[src/design/cgra_pkg.sv]
// ========================================
// CGRA processing element shared types
// Widths, opcodes, operand sources, the
// configuration frame, the packet word and
// the registered result
// ========================================

package cgra_pkg;

    localparam int DATA_WIDTH    = 32;
    localparam int PAYLOAD_WIDTH = 16;
    localparam int COORD_WIDTH   = 4;
    localparam int ACC_WIDTH     = 40;
    localparam int SHAMT_WIDTH   = 4;
    localparam int RF_ADDR_WIDTH = 4;

    // Header bits left over after multicast and coordinates
    localparam int HDR_RSVD_WIDTH = DATA_WIDTH - PAYLOAD_WIDTH - 2 * COORD_WIDTH - 1;

    // 32-bit signed limits, held at accumulator width
    localparam logic signed [ACC_WIDTH-1:0] SAT_MAX = 40'sd2147483647;
    localparam logic signed [ACC_WIDTH-1:0] SAT_MIN = -40'sd2147483648;

    typedef enum logic [5:0] {
        OP_NOP     = 6'd0,
        OP_ADD     = 6'd1,
        OP_SUB     = 6'd2,
        OP_MUL     = 6'd3,
        OP_MAC     = 6'd4,
        OP_AND     = 6'd5,
        OP_OR      = 6'd6,
        OP_XOR     = 6'd7,
        OP_SHL     = 6'd8,
        OP_SHR     = 6'd9,
        OP_CMP_GT  = 6'd10,
        OP_CMP_LT  = 6'd11,
        OP_CMP_EQ  = 6'd12,
        OP_LOAD    = 6'd13,
        OP_STORE   = 6'd14,
        OP_ACC_CLR = 6'd15,
        OP_PASS0   = 6'd16,
        OP_PASS1   = 6'd17
    } opcode_e;

    typedef enum logic [RF_ADDR_WIDTH-1:0] {
        SRC_RF  = 4'd0,
        SRC_N   = 4'd1,
        SRC_E   = 4'd2,
        SRC_S   = 4'd3,
        SRC_W   = 4'd4,
        SRC_SPM = 4'd5,
        SRC_IMM = 4'd6
    } src_sel_e;

    // One bit per output port
    typedef struct packed {
        logic loc;
        logic n;
        logic e;
        logic s;
        logic w;
    } route_mask_t;

    typedef struct packed {
        logic [13:0]                reserved;
        logic                       multicast;
        logic [COORD_WIDTH-1:0]     dest_y;
        logic [COORD_WIDTH-1:0]     dest_x;
        logic [PAYLOAD_WIDTH-1:0]   imm;
        logic                       pred_inv;
        logic                       pred_en;
        route_mask_t                route;
        logic [RF_ADDR_WIDTH-1:0]   dst;
        src_sel_e                   src1;
        src_sel_e                   src0;
        opcode_e                    op;
    } cfg_frame_t;

    typedef struct packed {
        logic                       multicast;
        logic [COORD_WIDTH-1:0]     dest_x;
        logic [COORD_WIDTH-1:0]     dest_y;
        logic [HDR_RSVD_WIDTH-1:0]  reserved;
        logic [PAYLOAD_WIDTH-1:0]   payload;
    } pe_packet_t;

    // Mesh word, seen either as a number or as a routed packet
    typedef union packed {
        logic signed [DATA_WIDTH-1:0] raw;
        pe_packet_t                   packet;
    } pe_word_u;

    typedef struct packed {
        logic [DATA_WIDTH-1:0]  result;
        route_mask_t            route;
        logic                   multicast;
        logic [COORD_WIDTH-1:0] dest_x;
        logic [COORD_WIDTH-1:0] dest_y;
        logic                   valid;
    } pe_result_t;

endpackage

[src/design/pe_operand_select.sv]
// ========================================
// PE operand select
// Neighbor payload extraction and the two
// operand source multiplexers
// ========================================

`timescale 1ns/1ps

module pe_operand_select (
    input  cgra_pkg::src_sel_e                  src0,
    input  cgra_pkg::src_sel_e                  src1,
    input  logic [cgra_pkg::PAYLOAD_WIDTH-1:0]  imm,
    input  cgra_pkg::pe_word_u [3:0]            nbr_data,
    input  logic [3:0]                          nbr_valid,
    input  logic [cgra_pkg::DATA_WIDTH-1:0]     rf_rdata0,
    input  logic [cgra_pkg::DATA_WIDTH-1:0]     rf_rdata1,
    input  logic [cgra_pkg::DATA_WIDTH-1:0]     spm_rdata,
    output logic [cgra_pkg::DATA_WIDTH-1:0]     operand0,
    output logic [cgra_pkg::DATA_WIDTH-1:0]     operand1
);
    import cgra_pkg::*;

    localparam int EXT_WIDTH = DATA_WIDTH - PAYLOAD_WIDTH;

    // Index 0..3 is N, E, S, W
    logic [3:0][DATA_WIDTH-1:0] nbr_ext;
    logic [DATA_WIDTH-1:0]      imm_ext;

    function automatic logic [DATA_WIDTH-1:0] pick(
        input src_sel_e                   sel,
        input logic [DATA_WIDTH-1:0]      rf_val,
        input logic [3:0][DATA_WIDTH-1:0] nbr,
        input logic [DATA_WIDTH-1:0]      spm_val,
        input logic [DATA_WIDTH-1:0]      imm_val
    );
        case (sel)
            SRC_RF:  return rf_val;
            SRC_N:   return nbr[0];
            SRC_E:   return nbr[1];
            SRC_S:   return nbr[2];
            SRC_W:   return nbr[3];
            SRC_SPM: return spm_val;
            SRC_IMM: return imm_val;
            default: return '0;
        endcase
    endfunction

    // Signed payload, zero when the neighbor is idle
    always_comb begin
        for (int i = 0; i < 4; i++) begin
            if (nbr_valid[i]) begin
                nbr_ext[i] = {{EXT_WIDTH{nbr_data[i].packet.payload[PAYLOAD_WIDTH-1]}},
                              nbr_data[i].packet.payload};
            end else begin
                nbr_ext[i] = '0;
            end
        end
    end

    assign imm_ext  = {{EXT_WIDTH{1'b0}}, imm};
    assign operand0 = pick(src0, rf_rdata0, nbr_ext, spm_rdata, imm_ext);
    assign operand1 = pick(src1, rf_rdata1, nbr_ext, spm_rdata, imm_ext);

endmodule

[config.mk]
export PLATFORM = sky130hd
export DESIGN_NAME = pe_operand_select
export DESIGN_NICKNAME = d
export VERILOG_FILES = /design/src/design/cgra_pkg.sv /design/src/design/pe_operand_select.sv
export SDC_FILE = /design/constraint.sdc
export NUM_CORES = 1
export LEC_CHECK = 0
export ABC_AREA = 1
export ABC_CLOCK_PERIOD_IN_PS = 3300
export BUFFER_PORTS_ARGS = -buffer_cell sky130_fd_sc_hd__buf_2
export CELL_PAD_IN_SITES_DETAIL_PLACEMENT = 1
export CELL_PAD_IN_SITES_GLOBAL_PLACEMENT = 1
export CORE_ASPECT_RATIO = 0.75
export CORE_MARGIN = 4
export CORE_UTILIZATION = 23
export DETAILED_ROUTE_END_ITERATION = 8
export PLACE_DENSITY = 0.95
export RECOVER_POWER = 50
export SYNTH_ARGS = -nofsm -noshare
export SYNTH_HDL_FRONTEND = slang
export SYNTH_SLANG_ARGS = --single-unit
[constraint.sdc]
create_clock -name vclk -period 3.3
set_input_delay 0.495 -clock vclk [all_inputs]
set_output_delay 0.495 -clock vclk [all_outputs]
set_load 0.1 [all_outputs]
### After elaboration in Yosys (flattened, before gate mapping)

Index checks and enable logic that the tools add are counted.

* bits in registers: 0
* input bits: 252
* output and inout port bits: 64
* word-level logic and storage cells: 20

* eq/ne operators: 12
* mux-type cells: 6
* reductions and logical operators: 2

Operators by type and width (number)
* 32-bit one-hot mux with 7 select lines: 2
* 32-bit two-way mux: 4
* 4-bit by 3-bit == test with 1-bit output, second input constant: 6
* 4-bit by 2-bit == test with 1-bit output, second input constant: 4
* 4-bit by 1-bit == test with 1-bit output, second input constant: 2
* 4-bit logical NOT: 2

### Longest topological paths before layout

Gate-level depths: netlist of run 1.

* word-level depth: 2
* mapped depth: 8
* mapped depth without buffers: 6

### Least setup slack after synthesis of run 1

No wires, ideal clock.

* path type: input port to output port
* from: input nbr_valid[1]
* to: output operand1[30] in the netlist's numbering
* arrival time: 1906 ps
* required time: 2805 ps
* setup slack: 899 ps
* stages on the path: 8
* path buffers: 2
* cell sequence: clkbuf_1 > nand2_1 > inv_1 > nand3_1 > nand2_2 > buf_2 > nor2_1 > nand2_1

* cells in the longest elaborated chain, start to end: 2

RTL lines
* start: declaration: line pe_operand_select.sv:14 `input logic [3:0] nbr_valid,`
* 32-bit two-way mux: line pe_operand_select.sv:51 `if (nbr_valid[i]) begin`
* 32-bit one-hot mux with 7 select lines: line pe_operand_select.sv:36 `case (sel)`
* end: declaration: line pe_operand_select.sv:19 `output logic [cgra_pkg::DATA_WIDTH-1:0] operand1`

Every way passes these cells.

### Final worst setup path of run 1

* from: input src1[1]
* to: output operand1[23] in the netlist's numbering

* cells in the longest elaborated chain, start to end: 2
* elaborated cells between the ends (all ways): 8

RTL lines
* start: declaration: line pe_operand_select.sv:11 `input cgra_pkg::src_sel_e src1,`
* 4-bit by 3-bit == test with 1-bit output, or another cell as far along: line pe_operand_select.sv:36
* 32-bit one-hot mux with 7 select lines *: line pe_operand_select.sv:36

Mark *: on every way between the ends. The rest lies on a longest branch, timed or not.

==> flow_metrics.tcl, run 1 <==
set metrics [dict create \
    numSequentialCells 0 \
    first_iter_violations 477 \
    peakVddDrop_v 0.0000976 \
    wirelength_um 23600 \
    end_kind "primary output" \
    synth-seq-area-share_pct 0 \
    antenna_found_initial 7 \
    syn_to_final_growth_pct 64.5 \
    status "finished clean" \
    power_leakage_nw 3.69 \
    track_usage_pct 26.4 \
    ys_warn_count 0 \
    crit_start "src1[1]" \
    drt_first_pass_iters 5 \
    port_buffers 252 \
    setup_tns_ns 0 \
    grt_pass1_vias 6577 \
    cp-start-kind "primary input" \
    worstPathCellList "buf_2, nor2_1, nand2_1, nor2_1, nor2_1, nand2_1, buf_12" \
    crit_arrival_ns 2.38 \
    crit_required_ns 2.80 \
    ctsHoldBuffers 0 \
    wire_per_inst_um 19.0 \
    setup_viol_count_final 0 \
    grt_overflow 0 \
    antenna_left 0 \
    worst_path_max_delay_cell "nor2_1" \
    die-height_um 113 \
    dpl.cell_count 1234 \
    max_freq_mhz 347 \
    crit_path_frequent_cell "nor2_1" \
    stdcell_count 1240 \
    dpl_cell_area_mm2 0.00579 \
    layout-drive-gt1-share_pct 27.8 \
    maxSlewHeadroom_pct 34.2 \
    routabilityCongestion 0.932 \
    start_util_pct 23.5 \
    worstMarginPinSlew_ns 0.985 \
    synth_area_leaders "nand3_1 28%, nand2_1 25%, nor2_1 25%" \
    fp.dieW_um 149 \
    grt_pass1_wl_um 35600 \
    cp_max_fo 16 \
    coreArea_mm2 0.0145 \
    io_pins 316 \
    drc 0 \
    power_density_mw_per_mm2 194 \
    grt_setup_unrepaired "no" \
    syn_area_per_cell_um2 4.17 \
    die_area_mm2 0.0169 \
    yosysTopAreaCellShare_pct 28.2 \
    synthesis.area_mm2 0.00341 \
    num_rows 38 \
    min_path_cells 6 \
    n_clock_buffer 0 \
    finalMaxSlewViolations 0 \
    maxCapViolCount 0 \
    num_vias 6309 \
    synth.top_cells.by_count "226 x nand2_1, 226 x nor2_1, 192 x nand3_1, 102 x inv_1, 36 x buf_2" \
    whs_ns 1.51 \
    cts-resized-gates 0 \
    synth_nets 1070 \
    layout.nets 1288 \
    layout_min_cycle_time_ns 2.88 \
    hold_end "operand1[2]" \
    netlist_instances 818 \
    slowest_delay_ns 0.53 \
    synth_top_cell_by_area "nand3_1" \
    post-route-period-util_pct 87.3 \
    min-delay-start "rf_rdata1[2]" \
    avgViaCountPerCell 5.09 \
    post-dp-hpwl_um 19400 \
    synth_cell_types 12 \
    postCtsSetupRepairBufs 0 \
    hold_viol 0 \
    path_class "primary input to primary output" \
    post-place-ws_ns 0.621 \
    regArea_um2 0 \
    hp-class "primary input to primary output" \
    design_area_mm2 0.00561 \
    fin_ws_ns 0.421 \
    grt_max_degree 33 \
]
worst max-delay path, delay by kind of cell:
kind / cells / cell delay, ns
buffers and inverters: 2 / 0.32
AND/OR/NAND/NOR: 5 / 1.57
layout by cell type (no fill, tap or decap):
| cell type | instances |
|---|---|
| buf_2 | 188 |
| diode_2 | 6 |
| buf_12 | 51 |
| dlymetal6s2s_1 | 1 |
| inv_2 | 4 |
| nand3_1 | 192 |
| inv_1 | 102 |
| buf_4 | 17 |
| nor2_2 | 3 |
| clkbuf_1 | 1 |
| nor2_4 | 6 |
| nand2_1 | 226 |
| nand2_2 | 6 |
| clkbuf_2 | 12 |
| nor2_1 | 225 |
report_power, final:
part / total [mW] / internal (mW) / switching, mW
Sequential: 0 / 0 / 0
Combinational: 1.09 / 0.330 / 0.759
Clock: 0.000000244 / 0.000000243 / 0
worst max path at each step:
stage                   endpoint  slack, ns  depth (start not counted)
floorplan           operand1[30]       0.90                          8
global placement     operand1[7]       0.71                          9
detailed placement   operand1[7]       0.62                          9
CTS                  operand1[7]       0.62                          9
global route        operand1[23]       0.26                          7
finish              operand1[23]       0.42                          7
cells by family (layout without fill, tap and decap cells):
group         Yosys count  count (layout)  share of synthesized area, %
buf+inv               160             376                          19.2
simple gates          658             658                          80.8
other cells             0               6                             0
stage by stage:
stage                     util (%)  power [mW]
after floorplan                  -       0.634
after global placement        39.9        1.09
after detailed placement      39.9        1.12
after CTS                     39.9        1.12
after global routing          38.6        1.14
final                         38.7        1.09
metal layers:
layer  vias to the layer above  routed length (µm)  GRT usage [%]
met5                         -                  21              0
met4                         4                1130           10.3
met3                        93                2130           4.41
met2                       353               10900           45.0
met1                      2930                9330           33.5
li1                       2929                   -              -
final cells by class:
type | instances | area [µm²]
repair buffers | 270 | 2170
fillers | 2163 | 8890
well taps | 200 | 250
diodes | 6 | 15.0
inverters | 106 | 398
multi-input cells | 658 | 2780
(Power assumes the default switching activity.)
==> inputs of run 2 (changes only) <==
Settings changed: CELL_PAD_IN_SITES_DETAIL_PLACEMENT 1 to 0.
==> flow_metrics.tcl, run 2 (synthesized netlist as in run 1, its figures left out) <==
set metrics [dict create \
    hp-class "primary input to primary output" \
    slowest_delay_ns 0.61 \
    drt_first_pass_iters 6 \
    port_buffers 252 \
    layout_min_cycle_time_ns 2.91 \
    layout_common_cells "227 x nand2_1, 224 x nor2_1, 192 x nand3_1, 188 x buf_2, 102 x inv_1" \
    num_rows 38 \
    crit_arrival_ns 2.41 \
    finalMaxSlewViolations 0 \
    design_area_mm2 0.00571 \
    power_density_mw_per_mm2 191 \
    avgViaCountPerCell 4.78 \
    worstMarginPinSlew_ns 0.997 \
    cp-start-kind "primary input" \
    first_iter_violations 524 \
    status "finished clean" \
    coreArea_mm2 0.0145 \
    post-dp-hpwl_um 15800 \
    wire_per_inst_um 16.0 \
    worstPathCellList "buf_2, inv_1, nor2_4, clkbuf_2, nand3_1, nand2_1, nor2_1, nand2_1, buf_12" \
    crit_path_frequent_cell "nand2_1" \
    track_usage_pct 21.4 \
    grt_setup_unrepaired "no" \
    layout.nets 1288 \
    maxCapViolCount 0 \
    syn_to_final_growth_pct 67.5 \
    antenna_found_initial 4 \
    maxSlewHeadroom_pct 33.8 \
    peakVddDrop_v 0.0000908 \
    grt_pass1_vias 5269 \
    multi_input_area_mm2 0.00278 \
    cp_max_fo 28 \
    grt_pass1_wl_um 29100 \
    setup_tns_ns 0 \
    routabilityCongestion 0.932 \
    hold_viol 0 \
    post-route-period-util_pct 88.0 \
    antenna_left 0 \
    postCtsSetupRepairBufs 0 \
    crit_required_ns 2.80 \
    finalPower_mw 1.09 \
    start_util_pct 23.5 \
    final_common_cell "nand2_1" \
    power_leakage_nw 3.72 \
    setup_viol_count_final 0 \
    io_pins 316 \
    layout-drive-gt1-share_pct 27.7 \
    num_vias 5903 \
    grt_max_degree 33 \
    dpl_cell_area_mm2 0.00579 \
    drc 0 \
    grt_overflow 0 \
    min_path_cells 6 \
    n_clock_buffer 0 \
    cts-resized-gates 0 \
    fillers 1618 \
    max_freq_mhz 344 \
    die_area_mm2 0.0169 \
    die-height_um 113 \
    numSequentialCells 0 \
    regArea_um2 0 \
    fp.dieW_um 149 \
    end_kind "primary output" \
    worst_path_max_delay_cell "clkbuf_2" \
    wirelength_um 19700 \
    path_class "primary input to primary output" \
    ctsHoldBuffers 0 \
]
-- run 2: area by class of cell --
class	instances	share of cell area [%]
inverter	106	6.97
multi-input combinational	658	48.6
antenna	2	0.0876
tap	200	4.38
timing repair buffer	270	39.9
-- run 2: routing by layer --
| metal | share of wire (%) | GRT usage [%] |
|---|---|---|
| met5 | 0.11 | 0 |
| met4 | 3.3 | 5.23 |
| met3 | 12 | 5.40 |
| met2 | 43 | 33.0 |
| met1 | 42 | 29.9 |
-- run 2: through the flow --
step / hold WS (ns) / setup WS [ns] / cells / util (%)
detailed placement: 1.50 / 0.679 / 1234 / 39.9
global route: 1.54 / 0.247 / 1236 / 39.4
CTS: 1.50 / 0.665 / 1234 / 39.9
global placement: 1.50 / 0.710 / 1234 / 39.9
floorplan: 1.68 / 0.899 / 818 / -
finish: 1.51 / 0.395 / 1236 / 39.4
-- run 2: final timing paths --
path	from	to	slack (ns)
max	src1[2]	operand1[7]	0.39
min	rf_rdata1[2]	operand1[2]	1.51
-- run 2: critical path: cells and delay by family --
kind / cells / cell delay (ns)
buf+inv: 4 / 0.97
simple gates: 5 / 0.92
-- run 2: report_power, final --
part | leakage, nW | switching, mW | internal, mW
sequential | 0 | 0 | 0
clock | 0.0000127 | 0 | 0.0000000810
combinational | 3.72 | 0.740 | 0.351
