### src/design/cgra_pkg.sv
// ========================================
// CGRA processing element shared types
// Widths, opcodes, operand sources, the
// configuration frame, the packet word and
// the registered result
// ========================================

package cgra_pkg;

    localparam int DATA_WIDTH    = 32;
    localparam int PAYLOAD_WIDTH = 16;
    localparam int COORD_WIDTH   = 4;
    localparam int ACC_WIDTH     = 40;
    localparam int SHAMT_WIDTH   = 4;
    localparam int RF_ADDR_WIDTH = 4;

    // Header bits left over after multicast and coordinates
    localparam int HDR_RSVD_WIDTH = DATA_WIDTH - PAYLOAD_WIDTH - 2 * COORD_WIDTH - 1;

    // 32-bit signed limits, held at accumulator width
    localparam logic signed [ACC_WIDTH-1:0] SAT_MAX = 40'sd2147483647;
    localparam logic signed [ACC_WIDTH-1:0] SAT_MIN = -40'sd2147483648;

    typedef enum logic [5:0] {
        OP_NOP     = 6'd0,
        OP_ADD     = 6'd1,
        OP_SUB     = 6'd2,
        OP_MUL     = 6'd3,
        OP_MAC     = 6'd4,
        OP_AND     = 6'd5,
        OP_OR      = 6'd6,
        OP_XOR     = 6'd7,
        OP_SHL     = 6'd8,
        OP_SHR     = 6'd9,
        OP_CMP_GT  = 6'd10,
        OP_CMP_LT  = 6'd11,
        OP_CMP_EQ  = 6'd12,
        OP_LOAD    = 6'd13,
        OP_STORE   = 6'd14,
        OP_ACC_CLR = 6'd15,
        OP_PASS0   = 6'd16,
        OP_PASS1   = 6'd17
    } opcode_e;

    typedef enum logic [RF_ADDR_WIDTH-1:0] {
        SRC_RF  = 4'd0,
        SRC_N   = 4'd1,
        SRC_E   = 4'd2,
        SRC_S   = 4'd3,
        SRC_W   = 4'd4,
        SRC_SPM = 4'd5,
        SRC_IMM = 4'd6
    } src_sel_e;

    // One bit per output port
    typedef struct packed {
        logic loc;
        logic n;
        logic e;
        logic s;
        logic w;
    } route_mask_t;

    typedef struct packed {
        logic [13:0]                reserved;
        logic                       multicast;
        logic [COORD_WIDTH-1:0]     dest_y;
        logic [COORD_WIDTH-1:0]     dest_x;
        logic [PAYLOAD_WIDTH-1:0]   imm;
        logic                       pred_inv;
        logic                       pred_en;
        route_mask_t                route;
        logic [RF_ADDR_WIDTH-1:0]   dst;
        src_sel_e                   src1;
        src_sel_e                   src0;
        opcode_e                    op;
    } cfg_frame_t;

    typedef struct packed {
        logic                       multicast;
        logic [COORD_WIDTH-1:0]     dest_x;
        logic [COORD_WIDTH-1:0]     dest_y;
        logic [HDR_RSVD_WIDTH-1:0]  reserved;
        logic [PAYLOAD_WIDTH-1:0]   payload;
    } pe_packet_t;

    // Mesh word, seen either as a number or as a routed packet
    typedef union packed {
        logic signed [DATA_WIDTH-1:0] raw;
        pe_packet_t                   packet;
    } pe_word_u;

    typedef struct packed {
        logic [DATA_WIDTH-1:0]  result;
        route_mask_t            route;
        logic                   multicast;
        logic [COORD_WIDTH-1:0] dest_x;
        logic [COORD_WIDTH-1:0] dest_y;
        logic                   valid;
    } pe_result_t;

endpackage

### src/design/pe_alu.sv
// ========================================
// PE ALU
// Single-cycle datapath with saturating
// add and subtract, 40-bit MAC, compares
// feeding the predicate flag, and the
// write enables for RF and scratchpad
// ========================================

`timescale 1ns/1ps

module pe_alu (
    input  logic                            clk,
    input  logic                            rst_n,
    input  logic                            accept,
    input  cgra_pkg::opcode_e               op,
    input  logic                            pred_en,
    input  logic                            pred_inv,
    input  logic [cgra_pkg::DATA_WIDTH-1:0] operand0,
    input  logic [cgra_pkg::DATA_WIDTH-1:0] operand1,
    input  logic [cgra_pkg::DATA_WIDTH-1:0] spm_rdata,
    output logic [cgra_pkg::DATA_WIDTH-1:0] result,
    output logic                            exec_en,
    output logic                            rf_we,
    output logic                            spm_we
);
    import cgra_pkg::*;

    localparam int EXT_WIDTH = ACC_WIDTH - DATA_WIDTH;

    logic signed [ACC_WIDTH-1:0] acc;
    logic                        pred_flag;

    logic signed [ACC_WIDTH-1:0] op0_ext;
    logic signed [ACC_WIDTH-1:0] op1_ext;
    logic signed [ACC_WIDTH-1:0] add_sum;
    logic signed [ACC_WIDTH-1:0] sub_diff;
    logic signed [ACC_WIDTH-1:0] mul_ext;
    logic signed [ACC_WIDTH-1:0] mac_sum;
    logic [DATA_WIDTH-1:0]       mul_lo;
    logic                        cmp_gt;
    logic                        cmp_lt;
    logic                        cmp_eq;
    logic                        writes_rf;

    function automatic logic [DATA_WIDTH-1:0] saturate(
        input logic signed [ACC_WIDTH-1:0] v
    );
        if (v > SAT_MAX) begin
            return SAT_MAX[DATA_WIDTH-1:0];
        end else if (v < SAT_MIN) begin
            return SAT_MIN[DATA_WIDTH-1:0];
        end
        return v[DATA_WIDTH-1:0];
    endfunction

    // ========================================
    // Arithmetic
    // ========================================
    assign op0_ext  = {{EXT_WIDTH{operand0[DATA_WIDTH-1]}}, operand0};
    assign op1_ext  = {{EXT_WIDTH{operand1[DATA_WIDTH-1]}}, operand1};
    assign add_sum  = op0_ext + op1_ext;
    assign sub_diff = op0_ext - op1_ext;

    // Only the low word of the product is kept
    assign mul_lo  = operand0 * operand1;
    assign mul_ext = {{EXT_WIDTH{mul_lo[DATA_WIDTH-1]}}, mul_lo};
    assign mac_sum = acc + mul_ext;

    // Unsigned compares
    assign cmp_gt = operand0 > operand1;
    assign cmp_lt = operand0 < operand1;
    assign cmp_eq = operand0 == operand1;

    always_comb begin
        case (op)
            OP_ADD:    result = saturate(add_sum);
            OP_SUB:    result = saturate(sub_diff);
            OP_MUL:    result = mul_lo;
            OP_MAC:    result = saturate(mac_sum);
            OP_AND:    result = operand0 & operand1;
            OP_OR:     result = operand0 | operand1;
            OP_XOR:    result = operand0 ^ operand1;
            OP_SHL:    result = operand0 << operand1[SHAMT_WIDTH-1:0];
            OP_SHR:    result = operand0 >> operand1[SHAMT_WIDTH-1:0];
            OP_CMP_GT: result = DATA_WIDTH'(cmp_gt);
            OP_CMP_LT: result = DATA_WIDTH'(cmp_lt);
            OP_CMP_EQ: result = DATA_WIDTH'(cmp_eq);
            OP_LOAD:   result = spm_rdata;
            OP_STORE:  result = operand0;
            OP_PASS0:  result = operand0;
            OP_PASS1:  result = operand1;
            default:   result = '0;
        endcase
    end

    // ========================================
    // Predicate and write enables
    // ========================================
    assign exec_en = pred_en ? (pred_flag ^ pred_inv) : 1'b1;

    always_comb begin
        case (op)
            OP_ADD, OP_SUB, OP_MUL, OP_MAC, OP_AND, OP_OR, OP_XOR,
            OP_SHL, OP_SHR, OP_CMP_GT, OP_CMP_LT, OP_CMP_EQ,
            OP_LOAD, OP_PASS0, OP_PASS1: writes_rf = 1'b1;
            default:                     writes_rf = 1'b0;
        endcase
    end

    assign rf_we  = accept && exec_en && writes_rf;
    assign spm_we = accept && exec_en && (op == OP_STORE);

    // Accumulator takes the unsaturated value
    always_ff @(posedge clk) begin
        if (!rst_n) begin
            acc       <= '0;
            pred_flag <= 1'b0;
        end else if (accept && exec_en) begin
            case (op)
                OP_ADD:     acc <= add_sum;
                OP_SUB:     acc <= sub_diff;
                OP_MAC:     acc <= mac_sum;
                OP_ACC_CLR: acc <= '0;
                OP_CMP_GT:  pred_flag <= cmp_gt;
                OP_CMP_LT:  pred_flag <= cmp_lt;
                OP_CMP_EQ:  pred_flag <= cmp_eq;
                default: begin
                end
            endcase
        end
    end

    a_one_writer: assert property (
        @(posedge clk) disable iff (!rst_n) !(rf_we && spm_we)
    );

endmodule

### config.mk
export PLATFORM = sky130hd
export DESIGN_NAME = pe_alu
export DESIGN_NICKNAME = d
export VERILOG_FILES = /design/src/design/cgra_pkg.sv /design/src/design/pe_alu.sv
export SDC_FILE = /design/constraint.sdc
export NUM_CORES = 2
export LEC_CHECK = 0
export BUFFER_PORTS_ARGS = -buffer_cell sky130_fd_sc_hd__buf_2
export CAP_MARGIN = 25
export CORE_MARGIN = 4
export CORE_UTILIZATION = 25
export DETAILED_ROUTE_END_ITERATION = 10
export PLACE_DENSITY_LB_ADDON = 0.2
export SLEW_MARGIN = 30
export SYNTH_ARGS = -nofsm -noshare
export SYNTH_HDL_FRONTEND = slang
export SYNTH_SLANG_ARGS = --single-unit
### constraint.sdc
create_clock -name clk -period 27.9 [get_ports clk]
set_input_delay 8.37 -clock clk [delete_from_list [all_inputs] [get_ports clk]]
set_output_delay 8.37 -clock clk [all_outputs]
set_load 0.03 [all_outputs]
* Word-level counts from Yosys, hierarchy flattened *
Memories as Yosys holds them, arrays and structs flattened.
Index checks and enable logic that the tools add are counted.

storage, ports and cells
  memories = 1
  ROM bits = 32
  output and inout bits = 35
  register bits = 41
  word-level logic and storage cells = 70

memory list
  memory            depth  bits a word  read ports  clocked after Yosys merged registers in  write ports  RTL line       RTL
  (name not given)  32     1            1           0                                        0            pe_alu.sv:102  case (op)

operators by class
  bitwise logic cells = 4
  multiplexer cells = 23
  shift operators = 2
  multipliers = 1
  order comparisons = 8
  $add $sub $neg = 3
  eq/ne operators = 18
  reduce and logical (&&, ||, !) cells = 8

operators with widths
  operator                count
  $pmux W32 S15           1
  $mux W32                9
  $pmux W40 S4            1
  $gt A33 B32 Y1 const B  2
  $lt A33 B32 Y1 const B  2
  $eq A6 B4 Y1 const B    8
  $add A40 B32 Y40        1
  $gt A40 B32 Y1 const B  1
  $lt A40 B32 Y1 const B  1
  $add A32 B32 Y33        1
  $sub A32 B32 Y33        1
  $and A32 B32 Y32        1
  $eq A32 B32 Y1          1
  $gt A32 B32 Y1          1
  $lt A32 B32 Y1          1
  $mul A32 B32 Y32        1
  $or A32 B32 Y32         1
  $shl A32 B4 Y32         1
  $shr A32 B4 Y32         1
  $xor A32 B32 Y32        1
  $eq A6 B3 Y1 const B    4
  $eq A6 B2 Y1 const B    2
  $eq A6 B5 Y1 const B    2
  $mux W1                 11
  8 further kinds         11

* Logic depth before layout (Yosys ltp) *
  word-level depth = 8
  gate-level depth with buffers = 42

* Worst setup path before layout *
No wires, ideal clock.

  kind = input to output
  from = input operand1[1] (netlist name)
  to = output result[24] (netlist name)
  arrival time = 17.771 ns
  slack = 1.759 ns
  cell stages on the path = 36
  buffers on the path = 6
  cell sequence = buf_1 -> clkbuf_1 -> buf_1 -> buf_1 -> nand2_1 -> fa_1 -> fa_1 -> fa_1 -> inv_1 -> fa_1 -> inv_1 -> fa_1 -> inv_1 -> fa_1 -> fa_1 -> ha_1 -> nand2_1 -> o31a_1 -> a2111oi_0 -> o31ai_1 -> a21oi_1 -> xor2_1 -> ha_1 -> buf_6 -> a21o_1 -> a21o_1 -> a211o_1 -> nor4_2 -> o21ai_1 -> o31a_1 -> xnor2_2 -> nand2_1 -> o41a_1 -> clkbuf_2 -> o21ai_0 -> nand4_1

on the way
  word-level cells in the longest chain between the ends = 8
  elaborated cells on any way between the ends = 28
  those cells by class = add/sub (3); mul (1); order compare (6); shift (2); mux (16)

ends and longest elaborated chain
  item               RTL line      RTL
  from (decl)        pe_alu.sv:19  input logic [cgra_pkg::DATA_WIDTH-1:0] operand1,
  $mul A32 B32 Y32   pe_alu.sv:65  assign mul_lo = operand0 * operand1;
  $add A40 B32 Y40   pe_alu.sv:67  assign mac_sum = acc + mul_ext;
  $lt A40 B32 Y1     pe_alu.sv:50  end else if (v < SAT_MIN) begin
  $mux W1            pe_alu.sv:50
  $mux W1            pe_alu.sv:48  if (v > SAT_MAX) begin
  $mux W1            pe_alu.sv:75  case (op)
  $mux W32           pe_alu.sv:53  return v[DATA_WIDTH-1:0];
  $pmux W32 S15 (*)  pe_alu.sv:75
  to (decl)          pe_alu.sv:21  output logic [cgra_pkg::DATA_WIDTH-1:0] result,

Mark *: on every way between the ends. The rest lies on a longest branch, timed or not. The select of a mux whose other input is x is not followed.

* Worst setup path in the final report *
  from = input operand1[10] (netlist name)
  to = output result[30] (netlist name)

Same word-level chain as after synthesis.

==> impl_metrics.ini <==
[synthesis]
ys_top_cells_by_count = sky130_fd_sc_hd__inv_1 (488), sky130_fd_sc_hd__nor2_1 (472), sky130_fd_sc_hd__fa_1 (411)
synth_top_cell_by_area = sky130_fd_sc_hd__fa_1
synthesis.instances = 3596
synth_sequential_area_ratio_pct = 2.99
synth_largest_type_area_fraction_pct = 30.0
yosysMostFrequentCell = sky130_fd_sc_hd__inv_1
synth.area.top_cells = sky130_fd_sc_hd__fa_1 (30%), sky130_fd_sc_hd__ha_1 (12%), sky130_fd_sc_hd__inv_1 (6.7%), sky130_fd_sc_hd__nor2_1 (6.5%), sky130_fd_sc_hd__nand2_1 (5.3%)
syn_area_mm2 = 0.0274
syn_area_per_cell_um2 = 7.63
synth.yosys.warnings = 0
synth.ff_latch_count = 41
mappedNetlistNets = 4376
ys_async_sr_fraction_pct = 0
postSynth.topFlopCell = sky130_fd_sc_hd__dfxtp_1
synth_enable_flop_cells = 0
synth.distinct_cells = 90

[floorplanning]
die_wd_um = 339
boundary_pin_count = 142
effective_utilization_at_floorplan_pct = 25.2
fp-row-count = 121
core_mm2 = 0.109
die_h_um = 339
die_area_mm2 = 0.115

[run_status]
run_status = completed

[worst_setup_path]
cpPeakStageDelay_ps = 570
cp.required_ps = 19530
timing.reg2reg.worst_path_depth = 15
critPathMaxFanout = 31
critPathTopFamily = adder cells
timing.critical_path.from_type = primary input
number_of_buffer_and_inverter_stages_on_the_critical_path = 8
crit_slowest_cell = sky130_fd_sc_hd__ha_1
critical_path.most_common_cell = sky130_fd_sc_hd__fa_1
category_of_the_most_critical_setup_path = in -> out
reg2reg_slack_ps = 24080
worst_setup_path_end_kind = output port
r2r_start = acc[0]
timing.critical_path.arrival_ps = 19130
crit-reg2reg-capture = acc[26]

[final_layout]
area_growth_syn_to_layout_pct = 10.2
filler_cell_count = 12000
finish.net_count = 4415
layout-drive-gt1-share_pct = 9.35

[timing]
summed_negative_setup_slack_over_all_endpoints_ps = 0
max_clock_freq_mhz = 36.4
final_max_slew_viol_count = 0
slew-limit-headroom_pct = 40.6
layout_worst_path_cycle_share_pct = 98.6
setup-violations-final = 0
hold_violations = 0
worst_slew_pin_slew_ps = 878
worst_clock_skew_ps = 3.08
final.min_clock_period_ps = 27500
setup_repair_after_global_routing_missed_its_margin = false

[clocking]
cts_max_level = 2
number_of_buffers_created_by_cts = 5
clock_tree_from_tritoncts = built
clockRootBuffer = sky130_fd_sc_hd__clkbuf_16
clock_sink_count = 41
clk-insertion-delay-late_ps = 310
post_cts_hold_buffer_count = 0
cts.reportedPaths.clkPinSlew_ps = 70
cts.path.max_buffers = 2

[hold_path]
hold-path-endpoint = acc[15]
worst_hold_path.num_cells = 2
hold_path.startpoint = acc[15]
hold_path_class = reg -> reg

[routing]
viasPerCell = 5.42
drt_first_pass_iters = 7
wl_per_cell_um = 28.0
drc = 0
route.antenna.remaining_nets = 0
drt-total-wl_um = 141000
vias = 27400
drtIter0Drc = 3085

[grt]
grt_antenna_before_repair = 12
globalRouteOverflowTotal = 0
grt_pass1_vias = 27300
grt_usage_pct = 24.0
grt_pass1_wl_um = 203000
largest_net_degree_at_the_start_of_global_routing = 51

[placed_design]
portBuffers = 141
gp_congestion = 0.972
detailed_place_hpwl_um = 115000

[flow_run]
cap_violations = 0
-- worst max-delay path by stage --
stage,slack (ps),from,end,depth (start not counted)
detailed placement,370,operand1[7],result[30],39
global route,20,operand1[2],result[30],40
global placement,230,operand1[7],result[30],39
finish,400,operand1[10],result[30],35
floorplan,1760,operand1[1],result[24],36
CTS,330,operand1[7],result[30],39
-- layout by cell type (no fill, tap or decap), types with 9 or more instances in the layout --
cell and n:
sky130_fd_sc_hd__o211ai_1 24, sky130_fd_sc_hd__inv_1 485, sky130_fd_sc_hd__and3_1 9, sky130_fd_sc_hd__nor2_1 468, sky130_fd_sc_hd__mux4_2 10, sky130_fd_sc_hd__a221oi_1 37, sky130_fd_sc_hd__nand3_1 36, sky130_fd_sc_hd__buf_4 121
sky130_fd_sc_hd__xnor2_1 140, sky130_fd_sc_hd__xor2_1 35, sky130_fd_sc_hd__a21oi_1 197, sky130_fd_sc_hd__or3_1 10, sky130_fd_sc_hd__a22oi_1 12, sky130_fd_sc_hd__clkinv_1 9, sky130_fd_sc_hd__o21a_1 20, sky130_fd_sc_hd__fa_1 411
sky130_fd_sc_hd__o31ai_1 11, sky130_fd_sc_hd__nor3_1 28, sky130_fd_sc_hd__a221o_1 10, sky130_fd_sc_hd__a31oi_1 16, sky130_fd_sc_hd__nand2_1 385, sky130_fd_sc_hd__a211o_1 13, sky130_fd_sc_hd__o22ai_1 36, sky130_fd_sc_hd__nand4_1 40
sky130_fd_sc_hd__a21o_1 38, sky130_fd_sc_hd__nor2b_1 14, sky130_fd_sc_hd__a211oi_1 39, sky130_fd_sc_hd__a222oi_1 30, sky130_fd_sc_hd__and2_1 9, sky130_fd_sc_hd__o21ai_0 227, sky130_fd_sc_hd__o21bai_1 17, sky130_fd_sc_hd__nor4_1 15
sky130_fd_sc_hd__ha_1 262, sky130_fd_sc_hd__mux2i_1 54, sky130_fd_sc_hd__nand2b_1 27, sky130_fd_sc_hd__buf_2 138, sky130_fd_sc_hd__dfxtp_1 41
-- state kept, by name, indices dropped and copies added, names as in the netlist --
name / flops
acc: 40
pred_flag: 1
-- layout make-up --
class                      count  area, um2  share of cell area [%]
antenna                        5       12.5                  0.0414
multi-input combinational   2818      23900                    79.1
tap                         1414       1770                    5.85
inverter                     506       1930                    6.37
clock buffer                   8        136                   0.451
sequential                    41        821                    2.71
timing repair buffer         263       1670                    5.51
-- per-layer routing --
| layer | wire length, um | track usage [%] |
|---|---|---|
| met5 | 13 | 0 |
| met1 | 62500 | 34.5 |
| met2 | 61800 | 37.1 |
| met4 | 5030 | 7.02 |
| met3 | 12100 | 3.67 |
-- through the flow --
stage	setup WS (ps)	util, %	hold WS (ps)	area, um2	instances
finish	400	27.8	479	30200	5055
global route	21.6	27.8	497	30200	5052
global placement	228	27.5	459	30000	5041
CTS	333	27.7	476	30100	5049
floorplan	1760	-	441	27400	3596
detailed placement	370	27.6	466	30000	5041
-- tightest hold or removal path: stages, from the launching register on --
cell                      delay, ps
sky130_fd_sc_hd__dfxtp_1        320
sky130_fd_sc_hd__nand2_1         50
sky130_fd_sc_hd__a21oi_1         60
-- logic make-up after synthesis --
family | count (synthesis) | synth area share (%)
buffers and inverters | 737 | 10.3
multiplexers | 65 | 2.83
adder cells (fa/ha/maj) | 673 | 41.9
AND/OR/NAND/NOR | 1077 | 16.6
XOR/XNOR | 180 | 5.82
flip-flops | 41 | 2.99
AO/OA/AOI/OAI | 823 | 19.5
-- repair_timing --
action / in CTS / in global routing
buffers inserted: 0 / 1
resized for setup: 0 / 10
setup endpoints to repair: 0 / 31
Power is not shown: default switching activity piles up to over one toggle a cycle in this logic, so the estimate is an artifact.
