## config.mk

```make
export PLATFORM = sky130hd
export DESIGN_NAME = pe_route_out
export DESIGN_NICKNAME = d
export VERILOG_FILES = /design/src/design/cgra_pkg.sv /design/src/design/pe_route_out.sv
export SDC_FILE = /design/constraint.sdc
export NUM_CORES = 1
export LEC_CHECK = 0
export BUFFER_PORTS_ARGS = -buffer_cell sky130_fd_sc_hd__buf_2
export CAP_MARGIN = 20
export CELL_PAD_IN_SITES_DETAIL_PLACEMENT = 0
export CELL_PAD_IN_SITES_GLOBAL_PLACEMENT = 1
export CORE_MARGIN = 2
export CORE_UTILIZATION = 31
export CTS_CLUSTER_DIAMETER = 100
export CTS_CLUSTER_SIZE = 20
export DETAILED_ROUTE_END_ITERATION = 8
export PLACE_DENSITY = 0.89
export SLEW_MARGIN = 20
export SYNTH_ARGS = -nofsm -noshare
export SYNTH_HDL_FRONTEND = slang
export SYNTH_SLANG_ARGS = --single-unit
```

## constraint.sdc

```tcl
create_clock -name clk -period 0.9 [get_ports clk]
set_input_delay 0.18 -clock clk [delete_from_list [all_inputs] [get_ports clk]]
set_output_delay 0.18 -clock clk [all_outputs]
set_load 0.05 [all_outputs]
```

## src/design/cgra_pkg.sv

```systemverilog
// ========================================
// CGRA processing element shared types
// Widths, opcodes, operand sources, the
// configuration frame, the packet word and
// the registered result
// ========================================

package cgra_pkg;

    localparam int DATA_WIDTH    = 32;
    localparam int PAYLOAD_WIDTH = 16;
    localparam int COORD_WIDTH   = 4;
    localparam int ACC_WIDTH     = 40;
    localparam int SHAMT_WIDTH   = 4;
    localparam int RF_ADDR_WIDTH = 4;

    // Header bits left over after multicast and coordinates
    localparam int HDR_RSVD_WIDTH = DATA_WIDTH - PAYLOAD_WIDTH - 2 * COORD_WIDTH - 1;

    // 32-bit signed limits, held at accumulator width
    localparam logic signed [ACC_WIDTH-1:0] SAT_MAX = 40'sd2147483647;
    localparam logic signed [ACC_WIDTH-1:0] SAT_MIN = -40'sd2147483648;

    typedef enum logic [5:0] {
        OP_NOP     = 6'd0,
        OP_ADD     = 6'd1,
        OP_SUB     = 6'd2,
        OP_MUL     = 6'd3,
        OP_MAC     = 6'd4,
        OP_AND     = 6'd5,
        OP_OR      = 6'd6,
        OP_XOR     = 6'd7,
        OP_SHL     = 6'd8,
        OP_SHR     = 6'd9,
        OP_CMP_GT  = 6'd10,
        OP_CMP_LT  = 6'd11,
        OP_CMP_EQ  = 6'd12,
        OP_LOAD    = 6'd13,
        OP_STORE   = 6'd14,
        OP_ACC_CLR = 6'd15,
        OP_PASS0   = 6'd16,
        OP_PASS1   = 6'd17
    } opcode_e;

    typedef enum logic [RF_ADDR_WIDTH-1:0] {
        SRC_RF  = 4'd0,
        SRC_N   = 4'd1,
        SRC_E   = 4'd2,
        SRC_S   = 4'd3,
        SRC_W   = 4'd4,
        SRC_SPM = 4'd5,
        SRC_IMM = 4'd6
    } src_sel_e;

    // One bit per output port
    typedef struct packed {
        logic loc;
        logic n;
        logic e;
        logic s;
        logic w;
    } route_mask_t;

    typedef struct packed {
        logic [13:0]                reserved;
        logic                       multicast;
        logic [COORD_WIDTH-1:0]     dest_y;
        logic [COORD_WIDTH-1:0]     dest_x;
        logic [PAYLOAD_WIDTH-1:0]   imm;
        logic                       pred_inv;
        logic                       pred_en;
        route_mask_t                route;
        logic [RF_ADDR_WIDTH-1:0]   dst;
        src_sel_e                   src1;
        src_sel_e                   src0;
        opcode_e                    op;
    } cfg_frame_t;

    typedef struct packed {
        logic                       multicast;
        logic [COORD_WIDTH-1:0]     dest_x;
        logic [COORD_WIDTH-1:0]     dest_y;
        logic [HDR_RSVD_WIDTH-1:0]  reserved;
        logic [PAYLOAD_WIDTH-1:0]   payload;
    } pe_packet_t;

    // Mesh word, seen either as a number or as a routed packet
    typedef union packed {
        logic signed [DATA_WIDTH-1:0] raw;
        pe_packet_t                   packet;
    } pe_word_u;

    typedef struct packed {
        logic [DATA_WIDTH-1:0]  result;
        route_mask_t            route;
        logic                   multicast;
        logic [COORD_WIDTH-1:0] dest_x;
        logic [COORD_WIDTH-1:0] dest_y;
        logic                   valid;
    } pe_result_t;

endpackage

```

## src/design/pe_route_out.sv

```systemverilog
// ========================================
// PE output stage
// Registers the result once and builds the
// outgoing packet and per-port valids
// ========================================

`timescale 1ns/1ps

module pe_route_out (
    input  logic                    clk,
    input  logic                    rst_n,
    input  logic                    accept,
    input  logic                    exec_en,
    input  logic                    stall,
    input  cgra_pkg::pe_result_t    result_in,
    output cgra_pkg::pe_word_u      data_out,
    output cgra_pkg::route_mask_t   valid_out
);
    import cgra_pkg::*;

    pe_result_t res_q;

    // Capture on accept, drop valid on an idle cycle, hold on stall
    always_ff @(posedge clk) begin
        if (!rst_n) begin
            res_q <= '0;
        end else if (accept) begin
            res_q       <= result_in;
            res_q.valid <= result_in.valid && exec_en;
        end else if (!stall) begin
            res_q.valid <= 1'b0;
        end
    end

    // ========================================
    // Packet assembly
    // ========================================
    always_comb begin
        data_out.packet.multicast = res_q.multicast;
        data_out.packet.dest_x    = res_q.dest_x;
        data_out.packet.dest_y    = res_q.dest_y;
        data_out.packet.reserved  = '0;
        data_out.packet.payload   = res_q.result[PAYLOAD_WIDTH-1:0];
    end

    assign valid_out = res_q.route & {$bits(route_mask_t){res_q.valid}};

    a_hold_on_stall: assert property (
        @(posedge clk) disable iff (!rst_n) stall |=> $stable(valid_out)
    );

endmodule

```

# After elaboration in Yosys (flattened, before gate mapping)
# Index checks and enable logic that the tools add are counted.
op_classes:
  n_eq_ne: 1
  muxes: 2
  bitwise_logic: 1
  n_reduce_logical: 1
op_table:
  columns: ["operator", "n"]
  rows:
  - ["AND 5 bit", 1]
  - ["two-way mux 1 bit", 2]
  - ["!= test 2 bit (second input constant)", 1]
  - ["logical AND 1 bit", 1]
totals:
  reg_bits: 31
  inputBits: 52
  output_inout_bits: 37
  wordCells: 15

# Longest topological paths before layout
# Gate-level depths: netlist of the first run.
depth:
  ltp_word: 2
  depth_mapped: 4
  depth_no_buf: 2

# Worst setup path after synthesis of the first run
# Ideal clock, no wire load.
synth_timing:
  path_type: "flip-flop to output port"
  start: "register res_q[0] (netlist name)"
  end: "output valid_out[0] (netlist name)"
  t_arrival_ns: 0.774
  required_ns: 0.720
  path_slack_ns: -0.054
  stages_incl_launch_ff: 2
  n_path_buf: 0
  path_cell_list: "dfxtp_1 > and2_1"
synth_rtl:
  columns: ["item", "line", "source"]
  rows:
  - ["start: declaration", "pe_route_out.sv:21", "pe_result_t res_q;"]
  - ["start signal: assignment", "pe_route_out.sv:28", "res_q <= result_in;"]
  - ["end: declaration", "pe_route_out.sv:17", "output cgra_pkg::route_mask_t valid_out"]

==> results of run 1 <==
power groups by stage:
| stage | Combinational, W | Sequential [W] | Clock (W) |
|---|---|---|---|
| global placement | 0.000655 | 0.00152 | 0 |
| global route | 0.000847 | 0.00154 | 0.00152 |
| finish | 0.000802 | 0.00153 | 0.00139 |
| floorplan | 0.000630 | 0.00151 | 0 |
| CTS | 0.000755 | 0.00152 | 0.00145 |
| detailed placement | 0.000664 | 0.00152 | 0 |
cells by family (layout without fill, tap and decap cells):
logic type / Yosys count / in the layout / synth area share
other: 1 / 7 / 0.00252
multiplexers: 30 / 30 / 0.202
AND/OR/NAND/NOR: 38 / 38 / 0.160
buffers and inverters: 39 / 80 / 0.217
flip-flops: 31 / 31 / 0.418
sequential cells by signal, indices dropped and copies added (netlist names):
register  flops
data_out     25
res_q         6
worst min path at each step:
stage | end
after detailed placement | res_q[0]
after global routing | res_q[0]
after floorplan | data_out[10]
final | res_q[0]
after CTS | res_q[0]
after global placement | res_q[0]
metal layers:
metal | global-route usage | vias up | part of all wire
li1 | - | 497 | -
met1 | 0.108 | 441 | 0.40
met2 | 0.155 | 45 | 0.50
met3 | 0.0470 | 6 | 0.080
met4 | 0.0494 | 0 | 0.018
met5 | 0 | - | 0
area by class of cell:
type / count / area [µm²]
clock buffer: 6 / 82.6
clock inverter: 2 / 35.0
fill: 432 / 2550
multi-input combinational: 75 / 577
sequential: 31 / 656
tap: 54 / 67.6
timing repair buffer: 72 / 692
worst register-to-register path: cells and delay by family, from the launching register on:
family	cells	cell delay, ns
multiplexers	1	0.15
buffers and inverters	1	0.12
AND/OR/NAND/NOR	1	0.06
flip-flops	1	0.33
stage by stage:
stage                     std cells  power [W]  setup WS (ns)  setup TNS, ns  utilization
after floorplan                 145    0.00214         0.0753              0            -
after global placement          228    0.00217         -0.103         -0.487        0.350
after detailed placement        228    0.00218        -0.0852         -0.412        0.350
after CTS                       236    0.00372         -0.238          -2.65        0.432
after global routing            240    0.00390         -0.273          -3.31        0.453
final                           240    0.00372         -0.221          -2.16        0.453
timing repair:
item                                   in CTS  in global routing
endpoints found under the hold margin       0                  0
gates resized for setup                   101                 18
setup endpoints to repair                  30                 30
pin swaps                                   0                  0
gates cloned                                0                  0
buffers inserted                            0                  4
Yosys cell counts:
library cell / count / area (µm²)
nand4_1: 1 / 6.26
nand2_1: 1 / 3.75
buf_12: 3 / 60.1
nor2b_1: 30 / 188
buf_4: 32 / 240
dfxtp_1: 31 / 621
mux2i_1: 30 / 300
and2_1: 5 / 31.3
clkbuf_1: 3 / 11.3
buf_6: 1 / 11.3
conb_1: 1 / 3.75
nand4b_1: 1 / 8.76
==> run metrics, run 1 <==
placed instance area=0.00163 mm²; sequential element share of the synthesized area=0.418; CTS root buf=clkbuf_8; Antenna diodes=0; critical path endpoint category=primary output; largest net degree at the start of global routing=33; Die Ht=73.2 µm; clock power share=0.373; number of cells on the critical path=2; skew final=0 ns; worst setup path class=register to primary output; Clock Sink Count=31; Post-CTS Hold Fix Bufs=0; FMAX=892 MHz; FF-to-FF End=data_out[15]; YS warnings=0; share of cells above drive strength 1=0.597; DRT antenna net count=0; violated checks=setup timing; worst path bufs/invs=1; Max rail drop VDD=0.722 mV; minimum clock period=1.12 ns; Remaining DRCs=0; Pins Over Slew Limit=0; clk_lat worst skew=0.27 ns; switching share of power=0.270; post-synth cell types=12; post-route cell area=0.00211 mm²; die area=0.00536 mm²; max incr delay on CP=0.38 ns; initial antenna violation count=0; CTS tree=built; sequential share of power=0.411; Leak=1.01 nW; routed len/inst=11.1 µm; Worst Setup Start Kind=register; R2R setup slack=0.12 ns; Int Power=0.00272 W; Worst-path clk slew=0.06 ns; starting DRC count in detailed routing=15; Overflow after GRT=0; pwr dens=1760 mW/mm²; #FFs+latches synth=31; Hold Slack=0.146 ns; first-pass GRT wire length=3820 µm; H-tree levels=2; Critical Path Slowest Stage Cell=dfxtp_4; Nets=237; maximum fanout along the worst path=6; net load switching power=0.00101 W; Gate power share=0.215; RSZ-0062 raised after global routing=true; synthesized instance count=139; final WL=2650 µm; Die W=73.2 µm; Total GRT Usage=0.0976; Tcrit/Tclk final=1.25; Routability Congestion=0.622; Critical Path RT=0.72 ns; HP Start=exec_en; mapped cell area=0.00149 mm²; row count=25; via count=989; Critical Path Source=res_q[0]; core box area=0.00466 mm²; crit-path leading delay family=flip-flops; synthesized area per cell=10.7 µm²; # setup viols final=30; status=complete, but fails checks; final hold vios=0; vias in the first global route=818; Setup WS post-layout=-0.221 ns; DRT Pass-1 Iters=2; hold depth=3; Area Growth Syn to Fin=42.0%; Max Cap Viol=0; critical-path cell list=and2_4, buf_8; post-DP HPWL=1740 µm; Worst Path Arrival=0.94 ns; IO Pins=89; most common cell after layout, fill and taps aside=buf_2; CP endpoint=valid_out[0]; Num CTS Buffers=5; Via density=4.12; Hold Path Class=primary input to register; FF-to-FF path depth=3; reg2reg start=data_out[15]; Longest Clk Path Bufs=2; Initial Util=0.319; most frequent cells in the layout=35 x buf_2, 30 x mux2i_1, 30 x nor2b_1; port bufs=65
Note: power is estimated with default switching activity, not from simulation.
==> run 2: changes to the inputs <==
Settings changed: CORE_MARGIN 2 to 4, SETUP_SLACK_MARGIN set to 0.05.
==> run 2 against run 1 <==
The flow still finishes with violations (setup timing); critical path type unchanged; sequential share of layout area rose by 0.19 points; clock skew did not move; flip-flop and latch count did not move; count of clock-buffer cells in the layout rose by 1; power fell by 9.4%; sequential power barely moved; critical endpoint is now valid_out[1].
==> run metrics, run 2 (synthesis gave the netlist of run 1 again) <==
switching share of power=0.296 (+0.0256); most common cell after layout, fill and taps aside=buf_2; reg2reg start=data_out[26]; minimum clock period=1.10 ns (-0.0186 ns); HP Start=exec_en; CTS root buf=clkbuf_8; Place WS=-0.108 ns (-0.0227 ns); crit-path leading delay family=flip-flops; Gate power share=0.243 (+0.028); Tcrit/Tclk final=1.23 (-0.0207); CTS tree=built; initial antenna violation count=0 (unchanged); Leak=1.00 nW (-0.54%); worst setup path class=register to primary output; IO Pins=89 (unchanged); critical path endpoint category=primary output; via count=993 (+0.40%); Via density=4.14 (+0.40%); Critical Path RT=0.72 ns (about the same); share of cells above drive strength 1=0.590 (-0.00635); Die Ht=77.2 µm (+5.5%); Hold Slack=0.158 ns (+0.0120 ns); Total GRT Usage=0.101 (+0.00341); Final Util=0.466 (+0.0129); clk_lat worst skew=0.27 ns (about the same); critical-path cell list=and2_4, buf_8; vias in the first global route=1063 (+30%); Max rail drop VDD=0.849 mV (+18%); # setup viols final=30 (unchanged); Pins Over Slew Limit=0 (unchanged); final WL=2940 µm (+11%); DRT Pass-1 Iters=3 (+1); Worst Setup Start Kind=register; Overflow after GRT=0 (unchanged); Max Cap Viol=0 (unchanged); starting DRC count in detailed routing=14 (-1); Area Growth Syn to Fin=41.2%; first-pass GRT wire length=4750 µm (+24%); Die W=77.2 µm (+5.5%); port bufs=65 (unchanged); H-tree levels=2 (unchanged); Worst-path clk slew=0.06 ns (about the same); row count=24 (-4.0%); FF-to-FF End=data_out[26]; status=complete, but fails checks; Setup WS post-layout=-0.203 ns (+0.0186 ns); Post-CTS Hold Fix Bufs=0 (unchanged); Clock Sink Count=31 (unchanged); worst path bufs/invs=1 (unchanged); Worst Path Arrival=0.92 ns (-0.02 ns); max incr delay on CP=0.37 ns (about the same); clock power share=0.303 (-0.070); maximum fanout along the worst path=6 (unchanged); most frequent cells in the layout=35 x buf_2, 30 x mux2i_1, 30 x nor2b_1, 30 x buf_8, 25 x dfxtp_2; fillers=425 (-1.6%); post-DP HPWL=1940 µm (+12%); largest net degree at the start of global routing=33 (unchanged); RSZ-0062 raised after global routing=true; routed len/inst=12.3 µm (+11%); hold depth=3 (unchanged); Routability Congestion=0.645 (+3.7%); Longest Clk Path Bufs=2 (unchanged); Remaining DRCs=0 (unchanged); R2R setup slack=0.16 ns (+0.04 ns); Num CTS Buffers=5 (unchanged); Critical Path Source=res_q[0]; skew final=0 ns (unchanged); DRT antenna net count=0 (unchanged); max reg flops=25 (unchanged); final hold vios=0 (unchanged); Critical Path Slowest Stage Cell=dfxtp_4; FMAX=907 MHz (+1.7%); Int Power=0.00238 W (-13%); Hold Path Class=primary input to register; sequential share of power=0.454 (+0.043); net load switching power=0.000998 W (-0.77%); Hold EP=res_q[0]; FF-to-FF path depth=3 (unchanged); core box area=0.00450 mm² (-3.4%); Antenna diodes=0 (unchanged); die area=0.00596 mm² (+11%); Nets=239 (+0.84%); Initial Util=0.330 (+0.0111); violated checks=setup timing; pwr dens=1610 mW/mm² (-8.8%)
[run 2: cell types whose count changed in the layout (fill, tap and decap cells not counted), sizes merged]
cell    delta
buf        +2
bufinv     -1
clkbuf     +1
[run 2: worst min-delay path: cells and delay by family]
kind | cells | cell delay [ns]
buf+inv | 1 | 0.08
simple gates | 2 | 0.14
[run 2: timing repair]
item | CTS | global route
setup endpoints to repair | 30 | 30
buffers inserted | 1 | 4
pin swaps | 0 | 0
gates resized for setup | 109 | 13
[run 2: worst max-delay path by stage]
stage	end	cells after the start	slack [ns]
floorplan	valid_out[0]	1	0.08
global placement	valid_out[3]	2	-0.09
detailed placement	valid_out[0]	2	-0.11
CTS	valid_out[3]	2	-0.24
global route	valid_out[4]	2	-0.25
finish	valid_out[1]	2	-0.20
[run 2: stage by stage]
step / setup TNS, ns / instances / area (µm²) / total power (W)
2_1_floorplan: 0 / 145 / 1510 / 0.00214
3_3_place_gp: -0.446 / 227 / 1640 / 0.00218
3_5_place_dp: -0.584 / 227 / 1640 / 0.00219
4_1_cts: -2.60 / 236 / 2020 / 0.00340
5_1_grt: -3.18 / 240 / 2100 / 0.00356
6_report: -1.97 / 240 / 2100 / 0.00337
[run 2: cell type report]
type | instances | area (µm²) | share of cell area
Clock buffer | 7 | 76.3 | 0.0364
Clock inverter | 1 | 5.00 | 0.00239
Multi-Input combinational cell | 75 | 577 | 0.275
Sequential cell | 31 | 656 | 0.313
Tap cell | 52 | 65.1 | 0.0310
Timing Repair Buffer | 74 | 718 | 0.342
[run 2: layer usage]
metal,vias to the layer above,part of all wire,track usage
met2,47,0.49,0.161
met5,-,0,0
met3,6,0.087,0.0480
li1,501,-,-
met1,439,0.41,0.117
met4,0,0.014,0.0374
[run 2: power groups by stage]
stage | logic, W | clock network, W | registers [W]
after global placement | 0.000662 | 0 | 0.00152
after floorplan | 0.000630 | 0 | 0.00151
after global routing | 0.000868 | 0.00115 | 0.00154
after CTS | 0.000783 | 0.00109 | 0.00152
final | 0.000819 | 0.00102 | 0.00153
after detailed placement | 0.000671 | 0 | 0.00152
==> run 3: changes to the inputs <==
Settings changed: SKIP_LAST_GASP set to 1, TNS_END_PERCENT set to 1.
==> run 3 against run 2 <==
The run still ends with setup timing left; setup slack lost 0.015 ns; sequential power shrank 3%; routed wire length shrank 9.2%; critical path type unchanged; largest cell class is now flip-flops and latches; largest power group unchanged.
==> run metrics, run 3 (synthesis gave the netlist of run 1 again) <==
minimum clock period=1.12 ns (+0.0148 ns); DRT Pass-1 Iters=4 (+1); DRT antenna net count=0 (unchanged); Initial Util=0.330 (unchanged); Worst Path Arrival=0.94 ns (+0.02 ns); vias in the first global route=961 (-9.6%); Num CTS Buffers=5 (unchanged); Worst-path clk slew=0.06 ns (about the same); Critical Path RT=0.72 ns (about the same); Via density=4.14 (about the same); violated checks=setup timing; via count=969 (-2.4%); # setup viols final=30 (unchanged); routed len/inst=11.4 µm (-6.9%); switching share of power=0.302 (+0.00638); IO Pins=89 (unchanged); Pins Over Slew Limit=0 (unchanged); Tcrit/Tclk final=1.24 (+0.0165); most common cell after layout, fill and taps aside=buf_2; Hold Path Class=primary input to register; Post-CTS Hold Fix Bufs=0 (unchanged); Worst Setup Start Kind=register; Antenna diodes=0 (unchanged); Total GRT Usage=0.0927 (-0.00829); Area Growth Syn to Fin=19.2%; largest net degree at the start of global routing=33 (unchanged); skew final=0 ns (unchanged); critical path endpoint category=primary output; Die Ht=77.2 µm (unchanged); fillers=466 (+9.6%); port bufs=65 (unchanged); sequential share of power=0.469 (+0.015); share of cells above drive strength 1=0.440 (-0.151); FF-to-FF path depth=3 (unchanged); Nets=233 (-2.5%); most frequent cells in the layout=60 x buf_2, 30 x mux2i_1, 30 x nor2b_1, 30 x dfxtp_1, 7 x conb_1; Setup WS post-layout=-0.218 ns (-0.0148 ns); H-tree levels=2 (unchanged); Overflow after GRT=0 (unchanged); maximum fanout along the worst path=6 (unchanged); net load switching power=0.000960 W (-3.8%); Int Power=0.00222 W (-6.7%); FMAX=895 MHz (-1.3%); Die W=77.2 µm (unchanged); CTS tree=built; Max Cap Viol=0 (unchanged); Hold Slack=0.151 ns (-0.00660 ns); Clock Sink Count=31 (unchanged); starting DRC count in detailed routing=27 (+13); die area=0.00596 mm² (unchanged); row count=24 (unchanged); Final Util=0.393 (-0.0725); Leak=0.905 nW (-9.5%); hold depth=3 (unchanged); Gate power share=0.209 (-0.034); core box area=0.00450 mm² (unchanged); final hold vios=0 (unchanged); post-DP HPWL=1880 µm (-3.0%); Remaining DRCs=0 (unchanged); clock power share=0.322 (+0.019); max reg flops=25 (unchanged); CTS root buf=clkbuf_8; status=complete, but fails checks; Place WS=-0.0960 ns (+0.0119 ns); final WL=2670 µm (-9.2%); worst setup path class=register to primary output; first-pass GRT wire length=4320 µm (-9.2%); pwr dens=1790 mW/mm² (+11%); clk_lat worst skew=0.27 ns (about the same); Longest Clk Path Bufs=2 (unchanged); RSZ-0062 raised after global routing=true; initial antenna violation count=0 (unchanged); Max rail drop VDD=0.902 mV (+6.2%); Routability Congestion=0.686 (+6.4%)
-- run 3: cell count changes in the layout (fill, tap and decap cells not counted) --
cell and change:
buf_2 +25, buf_4 -6, buf_8 -25, dfxtp_1 +25
dfxtp_2 -25
-- run 3: layer usage --
layer / GRT usage / part of all wire
met3: 0.0375 / 0.093
met2: 0.155 / 0.47
met5: 0 / 0
met4: 0.0427 / 0.017
met1: 0.102 / 0.42
-- run 3: layout make-up --
type	instances	area, µm²	area share
sequential	31	624	0.353
multi-input combinational	75	577	0.326
timing repair buffer	68	423	0.239
clock buffer	7	76.3	0.0431
tap	52	65.1	0.0367
clock inverter	1	5.00	0.00283
-- run 3: stage by stage --
stage               cell area, µm²  std cells  TNS, ns  total power (W)
finish                        1770        234    -4.51          0.00318
floorplan                     1510        145   -0.215          0.00214
global route                  1770        234    -6.05          0.00336
detailed placement            1620        226   -0.398          0.00219
CTS                           1760        234    -5.10          0.00325
global placement              1620        226   -0.363          0.00218
-- run 3: final timing paths --
kind | slack (ns) | endpoint | from
min reg2reg | 0.51 | data_out[26] | data_out[26]
max reg2reg | 0.18 | res_q[0] | res_q[0]
min | 0.15 | res_q[0] | exec_en
max | -0.22 | valid_out[2] | res_q[0]
-- run 3: worst max-delay path, stage by stage, from the launching register on --
cell,delay [ns]
dfxtp_4,0.37
and2_4,0.15
buf_8,0.14
-- run 3: timing repair --
| action | CTS | global route |
|---|---|---|
| resized for setup | 20 | 2 |
| cloned | 0 | 0 |
| setup endpoints to repair | 30 | 30 |
| buffers inserted | 0 | 0 |
-- run 3: power by group through the flow --
stage	clock [W]	sequential (W)	combinational [W]
floorplan	0	0.00151	0.000630
global placement	0	0.00152	0.000659
detailed placement	0	0.00152	0.000666
CTS	0.00108	0.00149	0.000671
global route	0.00115	0.00150	0.000708
finish	0.00102	0.00149	0.000665
